--- src/filter_data_pkg.sv ---
/*
 * Packet data types for the graph engine filter stage.
 * Covers the width of one packet field, the width of the pass and drop
 * counters, and the default packet size used by the top level.
 */
package filter_data_pkg;

  // --------------------------------------------------------------------------
  // Widths
  // --------------------------------------------------------------------------

  // One packet field is a full data word
  localparam int FIELD_WIDTH = 32;

  // Pass and drop counters are half a word and wrap
  localparam int COUNT_WIDTH = 16;

  // --------------------------------------------------------------------------
  // Packet defaults
  // --------------------------------------------------------------------------

  // Fields per packet when the top level is not overridden
  localparam int DEFAULT_NUM_FIELDS = 4;

  // --------------------------------------------------------------------------
  // Types
  // --------------------------------------------------------------------------

  // Unsigned field value
  typedef logic [FIELD_WIDTH-1:0] field_t;

  // Packet counter
  typedef logic [COUNT_WIDTH-1:0] count_t;

endpackage : filter_data_pkg

--- src/filter_cfg_pkg.sv ---
/*
 * Filter configuration definitions.
 * Covers the operation codes the comparison kernel understands and the
 * word addresses of the configuration register bank.
 */
package filter_cfg_pkg;

  localparam int OP_WIDTH       = 4;
  localparam int CFG_ADDR_WIDTH = 4;

  typedef logic [OP_WIDTH-1:0]       filter_op_t;
  typedef logic [CFG_ADDR_WIDTH-1:0] cfg_addr_t;

  // --------------------------------------------------------------------------
  // Filter operations
  // --------------------------------------------------------------------------

  // Pass-through of operand 0
  localparam filter_op_t FILTER_NOP         = 4'd0;
  // Compares, a verdict per masked pair
  localparam filter_op_t FILTER_GT          = 4'd1;
  localparam filter_op_t FILTER_LT          = 4'd2;
  localparam filter_op_t FILTER_EQ          = 4'd3;
  localparam filter_op_t FILTER_NOT_EQ      = 4'd4;
  // Ternary selects, always forward
  localparam filter_op_t FILTER_GT_TERN     = 4'd5;
  localparam filter_op_t FILTER_LT_TERN     = 4'd6;
  localparam filter_op_t FILTER_EQ_TERN     = 4'd7;
  localparam filter_op_t FILTER_NOT_EQ_TERN = 4'd8;
  // Codes 9 to 15 are undefined and raise no result

  // --------------------------------------------------------------------------
  // Configuration word map
  // --------------------------------------------------------------------------

  localparam cfg_addr_t CFG_ADDR_OP          = 4'd0;
  localparam cfg_addr_t CFG_ADDR_FILTER_MASK = 4'd1;
  localparam cfg_addr_t CFG_ADDR_CONST_MASK  = 4'd2;
  localparam cfg_addr_t CFG_ADDR_CONST_VALUE = 4'd3;
  // Row i of the operand routing matrix sits at this base plus i
  localparam cfg_addr_t CFG_ADDR_OPS_BASE    = 4'd4;

endpackage : filter_cfg_pkg

--- src/filter_config_regs.sv ---
/*
 * Filter configuration register bank.
 * Word writes update single configuration fields, and a commit strobe marks
 * the set as complete. Any write drops the valid flag until the next commit.
 */
`timescale 1ns/1ps

module filter_config_regs
  import filter_data_pkg::*;
  import filter_cfg_pkg::*;
#(
  parameter int NUM_FIELDS = DEFAULT_NUM_FIELDS
) (
  input  logic                             ap_clk,
  input  logic                             areset,
  input  logic                             cfg_write,
  input  cfg_addr_t                        cfg_addr,
  input  field_t                           cfg_wdata,
  input  logic                             cfg_commit,
  output logic                             config_valid,
  output filter_op_t                       filter_operation,
  output logic [NUM_FIELDS-1:0]            filter_mask,
  output logic [NUM_FIELDS-1:0]            const_mask,
  output field_t                           const_value,
  output logic [NUM_FIELDS*NUM_FIELDS-1:0] ops_mask
);

  // --------------------------------------------------------------------------
  // Word decode
  // --------------------------------------------------------------------------

  always_ff @(posedge ap_clk) begin
    if (areset) begin
      filter_operation <= FILTER_NOP;
      filter_mask      <= '0;
      const_mask       <= '0;
      const_value      <= '0;
      ops_mask         <= '0;
    end else if (cfg_write) begin
      case (cfg_addr)
        CFG_ADDR_OP: begin
          filter_operation <= filter_op_t'(cfg_wdata[OP_WIDTH-1:0]);
        end
        CFG_ADDR_FILTER_MASK: begin
          filter_mask <= cfg_wdata[NUM_FIELDS-1:0];
        end
        CFG_ADDR_CONST_MASK: begin
          const_mask <= cfg_wdata[NUM_FIELDS-1:0];
        end
        CFG_ADDR_CONST_VALUE: begin
          const_value <= cfg_wdata;
        end
        default: begin
          // Routing rows, addresses past the last row fall through unused
          for (int i = 0; i < NUM_FIELDS; i++) begin
            if (cfg_addr == cfg_addr_t'(CFG_ADDR_OPS_BASE + i)) begin
              ops_mask[i*NUM_FIELDS +: NUM_FIELDS] <= cfg_wdata[NUM_FIELDS-1:0];
            end
          end
        end
      endcase
    end
  end

  // --------------------------------------------------------------------------
  // Commit flag
  // --------------------------------------------------------------------------

  // A write wins over a commit in the same cycle
  always_ff @(posedge ap_clk) begin
    if (areset) begin
      config_valid <= 1'b0;
    end else if (cfg_write) begin
      config_valid <= 1'b0;
    end else if (cfg_commit) begin
      config_valid <= 1'b1;
    end
  end

endmodule : filter_config_regs

--- src/filter_cond_kernel.sv ---
/*
 * Filter comparison kernel.
 * Stage 1 routes packet fields and constants into comparator operands,
 * stage 2 applies the configured compare or ternary select to neighbouring
 * operand pairs, and stage 3 registers the result packet and verdict.
 */
`timescale 1ns/1ps

module filter_cond_kernel
  import filter_data_pkg::*;
  import filter_cfg_pkg::*;
#(
  parameter int NUM_FIELDS = DEFAULT_NUM_FIELDS
) (
  input  logic                             ap_clk,
  input  logic                             areset,
  input  logic                             clear,
  input  logic                             config_valid,
  input  filter_op_t                       filter_operation,
  input  logic [NUM_FIELDS-1:0]            filter_mask,
  input  logic [NUM_FIELDS-1:0]            const_mask,
  input  field_t                           const_value,
  input  logic [NUM_FIELDS*NUM_FIELDS-1:0] ops_mask,
  input  logic                             data_valid,
  input  logic [NUM_FIELDS*FIELD_WIDTH-1:0] data,
  output logic                             result_flag,
  output logic [NUM_FIELDS*FIELD_WIDTH-1:0] result,
  output logic                             result_bool
);

  // Input fields and routing
  field_t                in_field  [NUM_FIELDS];
  field_t                row_pick  [NUM_FIELDS];
  field_t                route_ops [NUM_FIELDS];

  // Stage 1
  logic                  s1_valid;
  field_t                s1_ops [NUM_FIELDS];
  field_t                s1_org [1:NUM_FIELDS-1];

  // Stage 2
  field_t                sel_a;
  field_t                sel_b;
  logic                  eval_flag;
  field_t                eval_field0;
  logic [NUM_FIELDS-1:0] eval_pass;
  logic                  s2_flag;
  field_t                s2_field0;
  logic [NUM_FIELDS-1:0] s2_pass;
  field_t                s2_org [1:NUM_FIELDS-1];

  // Comparison shared by compare and ternary codes
  function automatic logic op_holds(filter_op_t op, field_t a, field_t b);
    case (op)
      FILTER_GT, FILTER_GT_TERN:         op_holds = a > b;
      FILTER_LT, FILTER_LT_TERN:         op_holds = a < b;
      FILTER_EQ, FILTER_EQ_TERN:         op_holds = a == b;
      FILTER_NOT_EQ, FILTER_NOT_EQ_TERN: op_holds = a != b;
      default:                           op_holds = 1'b0;
    endcase
  endfunction

  // --------------------------------------------------------------------------
  // Stage 1, operand routing
  // --------------------------------------------------------------------------

  always_comb begin
    for (int i = 0; i < NUM_FIELDS; i++) begin
      in_field[i] = data[i*FIELD_WIDTH +: FIELD_WIDTH];
    end
    for (int i = 0; i < NUM_FIELDS; i++) begin
      // Empty row keeps the field in place, else the highest set bit wins
      row_pick[i] = in_field[i];
      for (int j = 0; j < NUM_FIELDS; j++) begin
        if (ops_mask[i*NUM_FIELDS + j]) begin
          row_pick[i] = in_field[j];
        end
      end
      route_ops[i] = const_mask[i] ? const_value : row_pick[i];
    end
  end

  always_ff @(posedge ap_clk) begin
    if (areset) begin
      s1_valid <= 1'b0;
    end else begin
      s1_valid <= data_valid;
    end
  end

  always_ff @(posedge ap_clk) begin
    if (data_valid) begin
      for (int i = 0; i < NUM_FIELDS; i++) begin
        s1_ops[i] <= route_ops[i];
      end
      for (int i = 1; i < NUM_FIELDS; i++) begin
        s1_org[i] <= row_pick[i];
      end
    end
  end

  // --------------------------------------------------------------------------
  // Stage 2, evaluation
  // --------------------------------------------------------------------------

  always_comb begin
    // Selected pair is the highest masked one
    sel_a = s1_ops[0];
    sel_b = s1_ops[0];
    for (int i = 0; i < NUM_FIELDS-1; i++) begin
      if (filter_mask[i]) begin
        sel_a = s1_ops[i];
        sel_b = s1_ops[i+1];
      end
    end

    eval_flag   = config_valid & s1_valid;
    eval_field0 = s1_ops[0];
    eval_pass   = '1;
    case (filter_operation)
      FILTER_NOP: begin
        eval_field0 = s1_ops[0];
      end
      FILTER_GT, FILTER_LT, FILTER_EQ, FILTER_NOT_EQ: begin
        eval_field0 = sel_a;
        for (int i = 0; i < NUM_FIELDS-1; i++) begin
          if (filter_mask[i]) begin
            eval_pass[i] = op_holds(filter_operation, s1_ops[i], s1_ops[i+1]);
          end
        end
      end
      FILTER_GT_TERN, FILTER_LT_TERN, FILTER_EQ_TERN, FILTER_NOT_EQ_TERN: begin
        eval_field0 = op_holds(filter_operation, sel_a, sel_b) ? sel_a : sel_b;
      end
      default: begin
        eval_flag = 1'b0;
      end
    endcase
  end

  always_ff @(posedge ap_clk) begin
    if (areset | clear) begin
      s2_flag <= 1'b0;
      s2_pass <= '1;
    end else begin
      s2_flag <= eval_flag;
      s2_pass <= eval_pass;
    end
  end

  // Originals ride along so back-to-back packets stay aligned
  always_ff @(posedge ap_clk) begin
    s2_field0 <= eval_field0;
    s2_org    <= s1_org;
  end

  // --------------------------------------------------------------------------
  // Stage 3, output registers
  // --------------------------------------------------------------------------

  always_ff @(posedge ap_clk) begin
    if (areset) begin
      result_flag <= 1'b0;
      result_bool <= 1'b1;
    end else begin
      result_flag <= s2_flag;
      // Unmasked positions never veto
      result_bool <= &(s2_pass | ~filter_mask);
    end
  end

  always_ff @(posedge ap_clk) begin
    result[FIELD_WIDTH-1:0] <= s2_field0;
    for (int i = 1; i < NUM_FIELDS; i++) begin
      result[i*FIELD_WIDTH +: FIELD_WIDTH] <= s2_org[i];
    end
  end

endmodule : filter_cond_kernel

--- src/filter_packet_gate.sv ---
/*
 * Filter output gate.
 * Forwards packets whose verdict is true and counts passed and dropped
 * packets. Both counters wrap and return to zero on clear.
 */
`timescale 1ns/1ps

module filter_packet_gate
  import filter_data_pkg::*;
#(
  parameter int NUM_FIELDS = DEFAULT_NUM_FIELDS
) (
  input  logic                              ap_clk,
  input  logic                              areset,
  input  logic                              clear,
  input  logic                              result_flag,
  input  logic [NUM_FIELDS*FIELD_WIDTH-1:0] result,
  input  logic                              result_bool,
  output logic                              out_valid,
  output logic [NUM_FIELDS*FIELD_WIDTH-1:0] out_data,
  output count_t                            pass_count,
  output count_t                            drop_count
);

  logic forward;
  logic drop;

  assign forward = result_flag & result_bool;
  assign drop    = result_flag & ~result_bool;

  // --------------------------------------------------------------------------
  // Forwarding
  // --------------------------------------------------------------------------

  always_ff @(posedge ap_clk) begin
    if (areset) begin
      out_valid <= 1'b0;
    end else begin
      out_valid <= forward;
    end
  end

  always_ff @(posedge ap_clk) begin
    if (forward) begin
      out_data <= result;
    end
  end

  // --------------------------------------------------------------------------
  // Counters
  // --------------------------------------------------------------------------

  always_ff @(posedge ap_clk) begin
    if (areset | clear) begin
      pass_count <= '0;
      drop_count <= '0;
    end else begin
      if (forward) begin
        pass_count <= pass_count + count_t'(1);
      end
      if (drop) begin
        drop_count <= drop_count + count_t'(1);
      end
    end
  end

endmodule : filter_packet_gate

--- src/filter_engine_top.sv ---
/*
 * Filter engine top level.
 * Joins the configuration register bank, the comparison kernel and the
 * output gate. A packet takes four cycles from input to verdict.
 */
`timescale 1ns/1ps

module filter_engine_top
  import filter_data_pkg::*;
  import filter_cfg_pkg::*;
#(
  parameter int NUM_FIELDS = DEFAULT_NUM_FIELDS
) (
  input  logic                              ap_clk,
  input  logic                              areset,
  input  logic                              clear,
  input  logic                              cfg_write,
  input  cfg_addr_t                         cfg_addr,
  input  field_t                            cfg_wdata,
  input  logic                              cfg_commit,
  input  logic                              in_valid,
  input  logic [NUM_FIELDS*FIELD_WIDTH-1:0] in_data,
  output logic                              out_valid,
  output logic [NUM_FIELDS*FIELD_WIDTH-1:0] out_data,
  output count_t                            pass_count,
  output count_t                            drop_count
);

  // Configuration fan-out
  logic                             config_valid;
  filter_op_t                       filter_operation;
  logic [NUM_FIELDS-1:0]            filter_mask;
  logic [NUM_FIELDS-1:0]            const_mask;
  field_t                           const_value;
  logic [NUM_FIELDS*NUM_FIELDS-1:0] ops_mask;

  // Kernel to gate
  logic                              result_flag;
  logic [NUM_FIELDS*FIELD_WIDTH-1:0] result;
  logic                              result_bool;

  filter_config_regs #(
    .NUM_FIELDS(NUM_FIELDS)
  ) u_filter_config_regs (
    .ap_clk          (ap_clk),
    .areset          (areset),
    .cfg_write       (cfg_write),
    .cfg_addr        (cfg_addr),
    .cfg_wdata       (cfg_wdata),
    .cfg_commit      (cfg_commit),
    .config_valid    (config_valid),
    .filter_operation(filter_operation),
    .filter_mask     (filter_mask),
    .const_mask      (const_mask),
    .const_value     (const_value),
    .ops_mask        (ops_mask)
  );

  filter_cond_kernel #(
    .NUM_FIELDS(NUM_FIELDS)
  ) u_filter_cond_kernel (
    .ap_clk          (ap_clk),
    .areset          (areset),
    .clear           (clear),
    .config_valid    (config_valid),
    .filter_operation(filter_operation),
    .filter_mask     (filter_mask),
    .const_mask      (const_mask),
    .const_value     (const_value),
    .ops_mask        (ops_mask),
    .data_valid      (in_valid),
    .data            (in_data),
    .result_flag     (result_flag),
    .result          (result),
    .result_bool     (result_bool)
  );

  filter_packet_gate #(
    .NUM_FIELDS(NUM_FIELDS)
  ) u_filter_packet_gate (
    .ap_clk     (ap_clk),
    .areset     (areset),
    .clear      (clear),
    .result_flag(result_flag),
    .result     (result),
    .result_bool(result_bool),
    .out_valid  (out_valid),
    .out_data   (out_data),
    .pass_count (pass_count),
    .drop_count (drop_count)
  );

endmodule : filter_engine_top

--- config.mk ---
export PLATFORM = sky130hd
export DESIGN_NAME = filter_engine_top
export DESIGN_NICKNAME = d
export VERILOG_FILES = /design/src/filter_data_pkg.sv /design/src/filter_cfg_pkg.sv /design/src/filter_config_regs.sv /design/src/filter_cond_kernel.sv /design/src/filter_packet_gate.sv /design/src/filter_engine_top.sv
export SDC_FILE = /design/constraint.sdc
export NUM_CORES = 1
export LEC_CHECK = 0
export BUFFER_PORTS_ARGS = -buffer_cell sky130_fd_sc_hd__buf_2
export CAP_MARGIN = 20
export CELL_PAD_IN_SITES_DETAIL_PLACEMENT = 0
export CELL_PAD_IN_SITES_GLOBAL_PLACEMENT = 1
export CORE_MARGIN = 2
export CORE_UTILIZATION = 47
export DETAILED_ROUTE_END_ITERATION = 7
export PLACE_DENSITY_LB_ADDON = 0.1
export SLEW_MARGIN = 20
export SYNTH_ARGS = -nofsm -noshare
export SYNTH_HDL_FRONTEND = slang
export SYNTH_HIERARCHICAL = 1
export SYNTH_SLANG_ARGS = --single-unit
--- constraint.sdc ---
create_clock -name ap_clk -period 5.1 [get_ports ap_clk]
set_input_delay 1.02 -clock ap_clk [delete_from_list [all_inputs] [get_ports ap_clk]]
set_output_delay 1.02 -clock ap_clk [all_outputs]
set_load 0.02 [all_outputs]
==> results.ini <==
[global_routing]
grt_pass1_wl_um=136700
antenna_found_initial=20
grtUsageMet3=0.05791
track_usage=0.2606
grtUsageMet2=0.3782
grt_pass1_vias=21815
met1_usage=0.3897
grt_overflow=0
top_usage_layer=met1
grt_start_max_net_pins=94

[worst_setup_path]
crit_slowest_cell=dfxtp_2
path_delay_family=compound AO/OA/AOI/OAI gates
cpPeakStageDelay_ps=800
rr_endpoint=u_filter_cond_kernel/s2_field0[10]
cp_max_fo=35
rr_startpoint=u_filter_config_regs/filter_mask[0]
cp_data_required_time_ps=5580
startpoint_type=flip-flop
rrSetupSlack_ps=740
worstPathArrival_ps=4840
end_kind=flip-flop
crit_end=u_filter_cond_kernel/s2_field0[10]
r2r_cells=15
critPathLaunch=u_filter_config_regs/filter_mask[0]
critPathBufInv=2
path_cells=buf_12, nor2b_1, a211oi_1, a211oi_1, a21oi_1, ha_1, nand4_1, nor3_2, a21boi_0, o31a_1, nor3_2, o31ai_2, a21boi_4, buf_4, o221ai_2
crit_type=reg2reg
cp.depth=15

[timing]
min_period_over_period=0.8558
max_freq_ghz=0.2291
setup_tns_ps=0
maxSlewHeadroom=0.2460
drv_slew=0
setup_viol=0
rsz0062_at_grt=false
hold_viol=0
worstMarginPinSlew_ps=1119
timing.final.crit_period_ps=4365
finalClockSkew_ps=21.53

[route]
drtIter0Drc=1970
ant_nets=0
routed-via-count=22499
drt-pass1-iter-count=5
avgRoutedWirePerCell_um=22.44
drc=0
drt_wl_total_um=90750
post_drt_via_cell_ratio=5.564

[cts]
cts_tree=yes
cts_buffer_depth=3
clk_latency_ps=610
cts_max_level=3
cts.clk_slew.worst_paths_ps=60
cts_setup_buffers=0
cts_buffers=74
cts-hold-fix-buffers=0
cts-resized-gates=0
cts_num_sinks=707
root_buffer=clkbuf_16

[floorplanning]
io_pins=331
initial_core_util=0.4755
die_y_um=262.4
rows=94
die_area_um2=68840
die_w_um=262.4
core_um2=65980

[synthesis]
avgSynthCellArea_um2=11.07
synthesis.nets=3135
netlist_instances=2835
netlist_area_um2=31380
yosysWarnings=6

[power_and_ir_drop]
powerDensity_nw_per_um2=361.3
ir_drop_mv=0.2954
p_leak_uw=0.01427

[worst_hold_path]
holdPathStages=0
hold_path.class=reg2reg

[run]
max_cap_violations=0

[place]
port_buffers=330
dpl.hpwl_um=65350
place_area_um2=33780
gp_congestion=0.8872

[finish]
final_util=0.5512
nets=3410
final_common_cell=edfxtp_1
area_delta_synth_final_pct=15.91
final_cell_mix=edfxtp_1 (352), dfxtp_1 (340), buf_2 (329)
drive_above_1_share=0.2079
final_area_um2=36370
fillerInstances=5605

[outcome]
outcome=finished clean

-- layer usage --
layer	up-vias	wire length, µm
li1	10685	-
met1	10873	43630
met2	784	38140
met3	139	7029
met4	18	1824
met5	-	121
-- sequential cells by signal (all words and copies together), names as in the netlist, 3 cells and up --
register                               cells
u_filter_cond_kernel/result              128
u_filter_cond_kernel/s1_ops              128
u_filter_packet_gate/out_data            128
u_filter_cond_kernel/s1_org               96
u_filter_cond_kernel/s2_org               96
u_filter_cond_kernel/s2_field0            32
u_filter_config_regs/const_value          32
u_filter_packet_gate/drop_count           16
u_filter_packet_gate/pass_count           16
u_filter_config_regs/ops_mask             15
u_filter_config_regs/const_mask            4
u_filter_config_regs/filter_operation      4
u_filter_cond_kernel/s2_pass               3
u_filter_config_regs/filter_mask           3
-- report_power, final --
group	switching, µW	internal (µW)
Combinational	665	424
Clock	2250	3330
Sequential	185	6290
Total	3100	10000
-- worst min path at each step --
stage	start	end	slack [ps]
final	u_filter_cond_kernel/s2_org[66]	u_filter_cond_kernel/result[34]	320
after detailed placement	u_filter_cond_kernel/s2_org[13]	u_filter_cond_kernel/result[109]	310
after global placement	u_filter_cond_kernel/s2_org[75]	u_filter_cond_kernel/result[43]	310
after CTS	u_filter_cond_kernel/s2_org[66]	u_filter_cond_kernel/result[34]	320
after floorplan	u_filter_cond_kernel/s2_field0[0]	u_filter_cond_kernel/result[0]	310
after global routing	u_filter_cond_kernel/s2_org[87]	u_filter_cond_kernel/result[55]	320
-- worst register-to-register path, cell delays in order (launching register included) --
cell and delay (ps):
dfxtp_2 800, buf_12 280, nor2b_1 90, a211oi_1 240, a211oi_1 80, a21oi_1 280, ha_1 320, nand4_1 170
nor3_2 90, a21boi_0 130, o31a_1 300, nor3_2 340, o31ai_2 140, a21boi_4 420, buf_4 390, o221ai_2 160
-- area by class of cell --
type                            count  area (µm²)  area share
Antenna cell                       10       25.02   0.0006881
Timing Repair Buffer              367        1988     0.05467
Clock buffer                      105        2228     0.06127
Sequential cell                   707       17700      0.4867
Inverter                          140       530.5     0.01459
Multi-Input combinational cell   1820       12480      0.3431
Clock inverter                     31       337.8    0.009289
Tap cell                          864        1081     0.02972
-- stage by stage --
| step | power (µW) | worst slack, ps | instances | hold slack (ps) |
|---|---|---|---|---|
| 5_1_grt | 13630 | 389.9 | 4042 | 320.0 |
| 3_5_place_dp | 7658 | 792.5 | 3898 | 312.1 |
| 6_report | 13140 | 735.4 | 4044 | 320.8 |
| 2_1_floorplan | 7148 | 1330 | 2835 | 309.6 |
| 4_1_cts | 13240 | 778.7 | 4034 | 322.1 |
| 3_3_place_gp | 7635 | 990.6 | 3898 | 310.2 |
No activity file was read; power rests on OpenSTA's default activity.
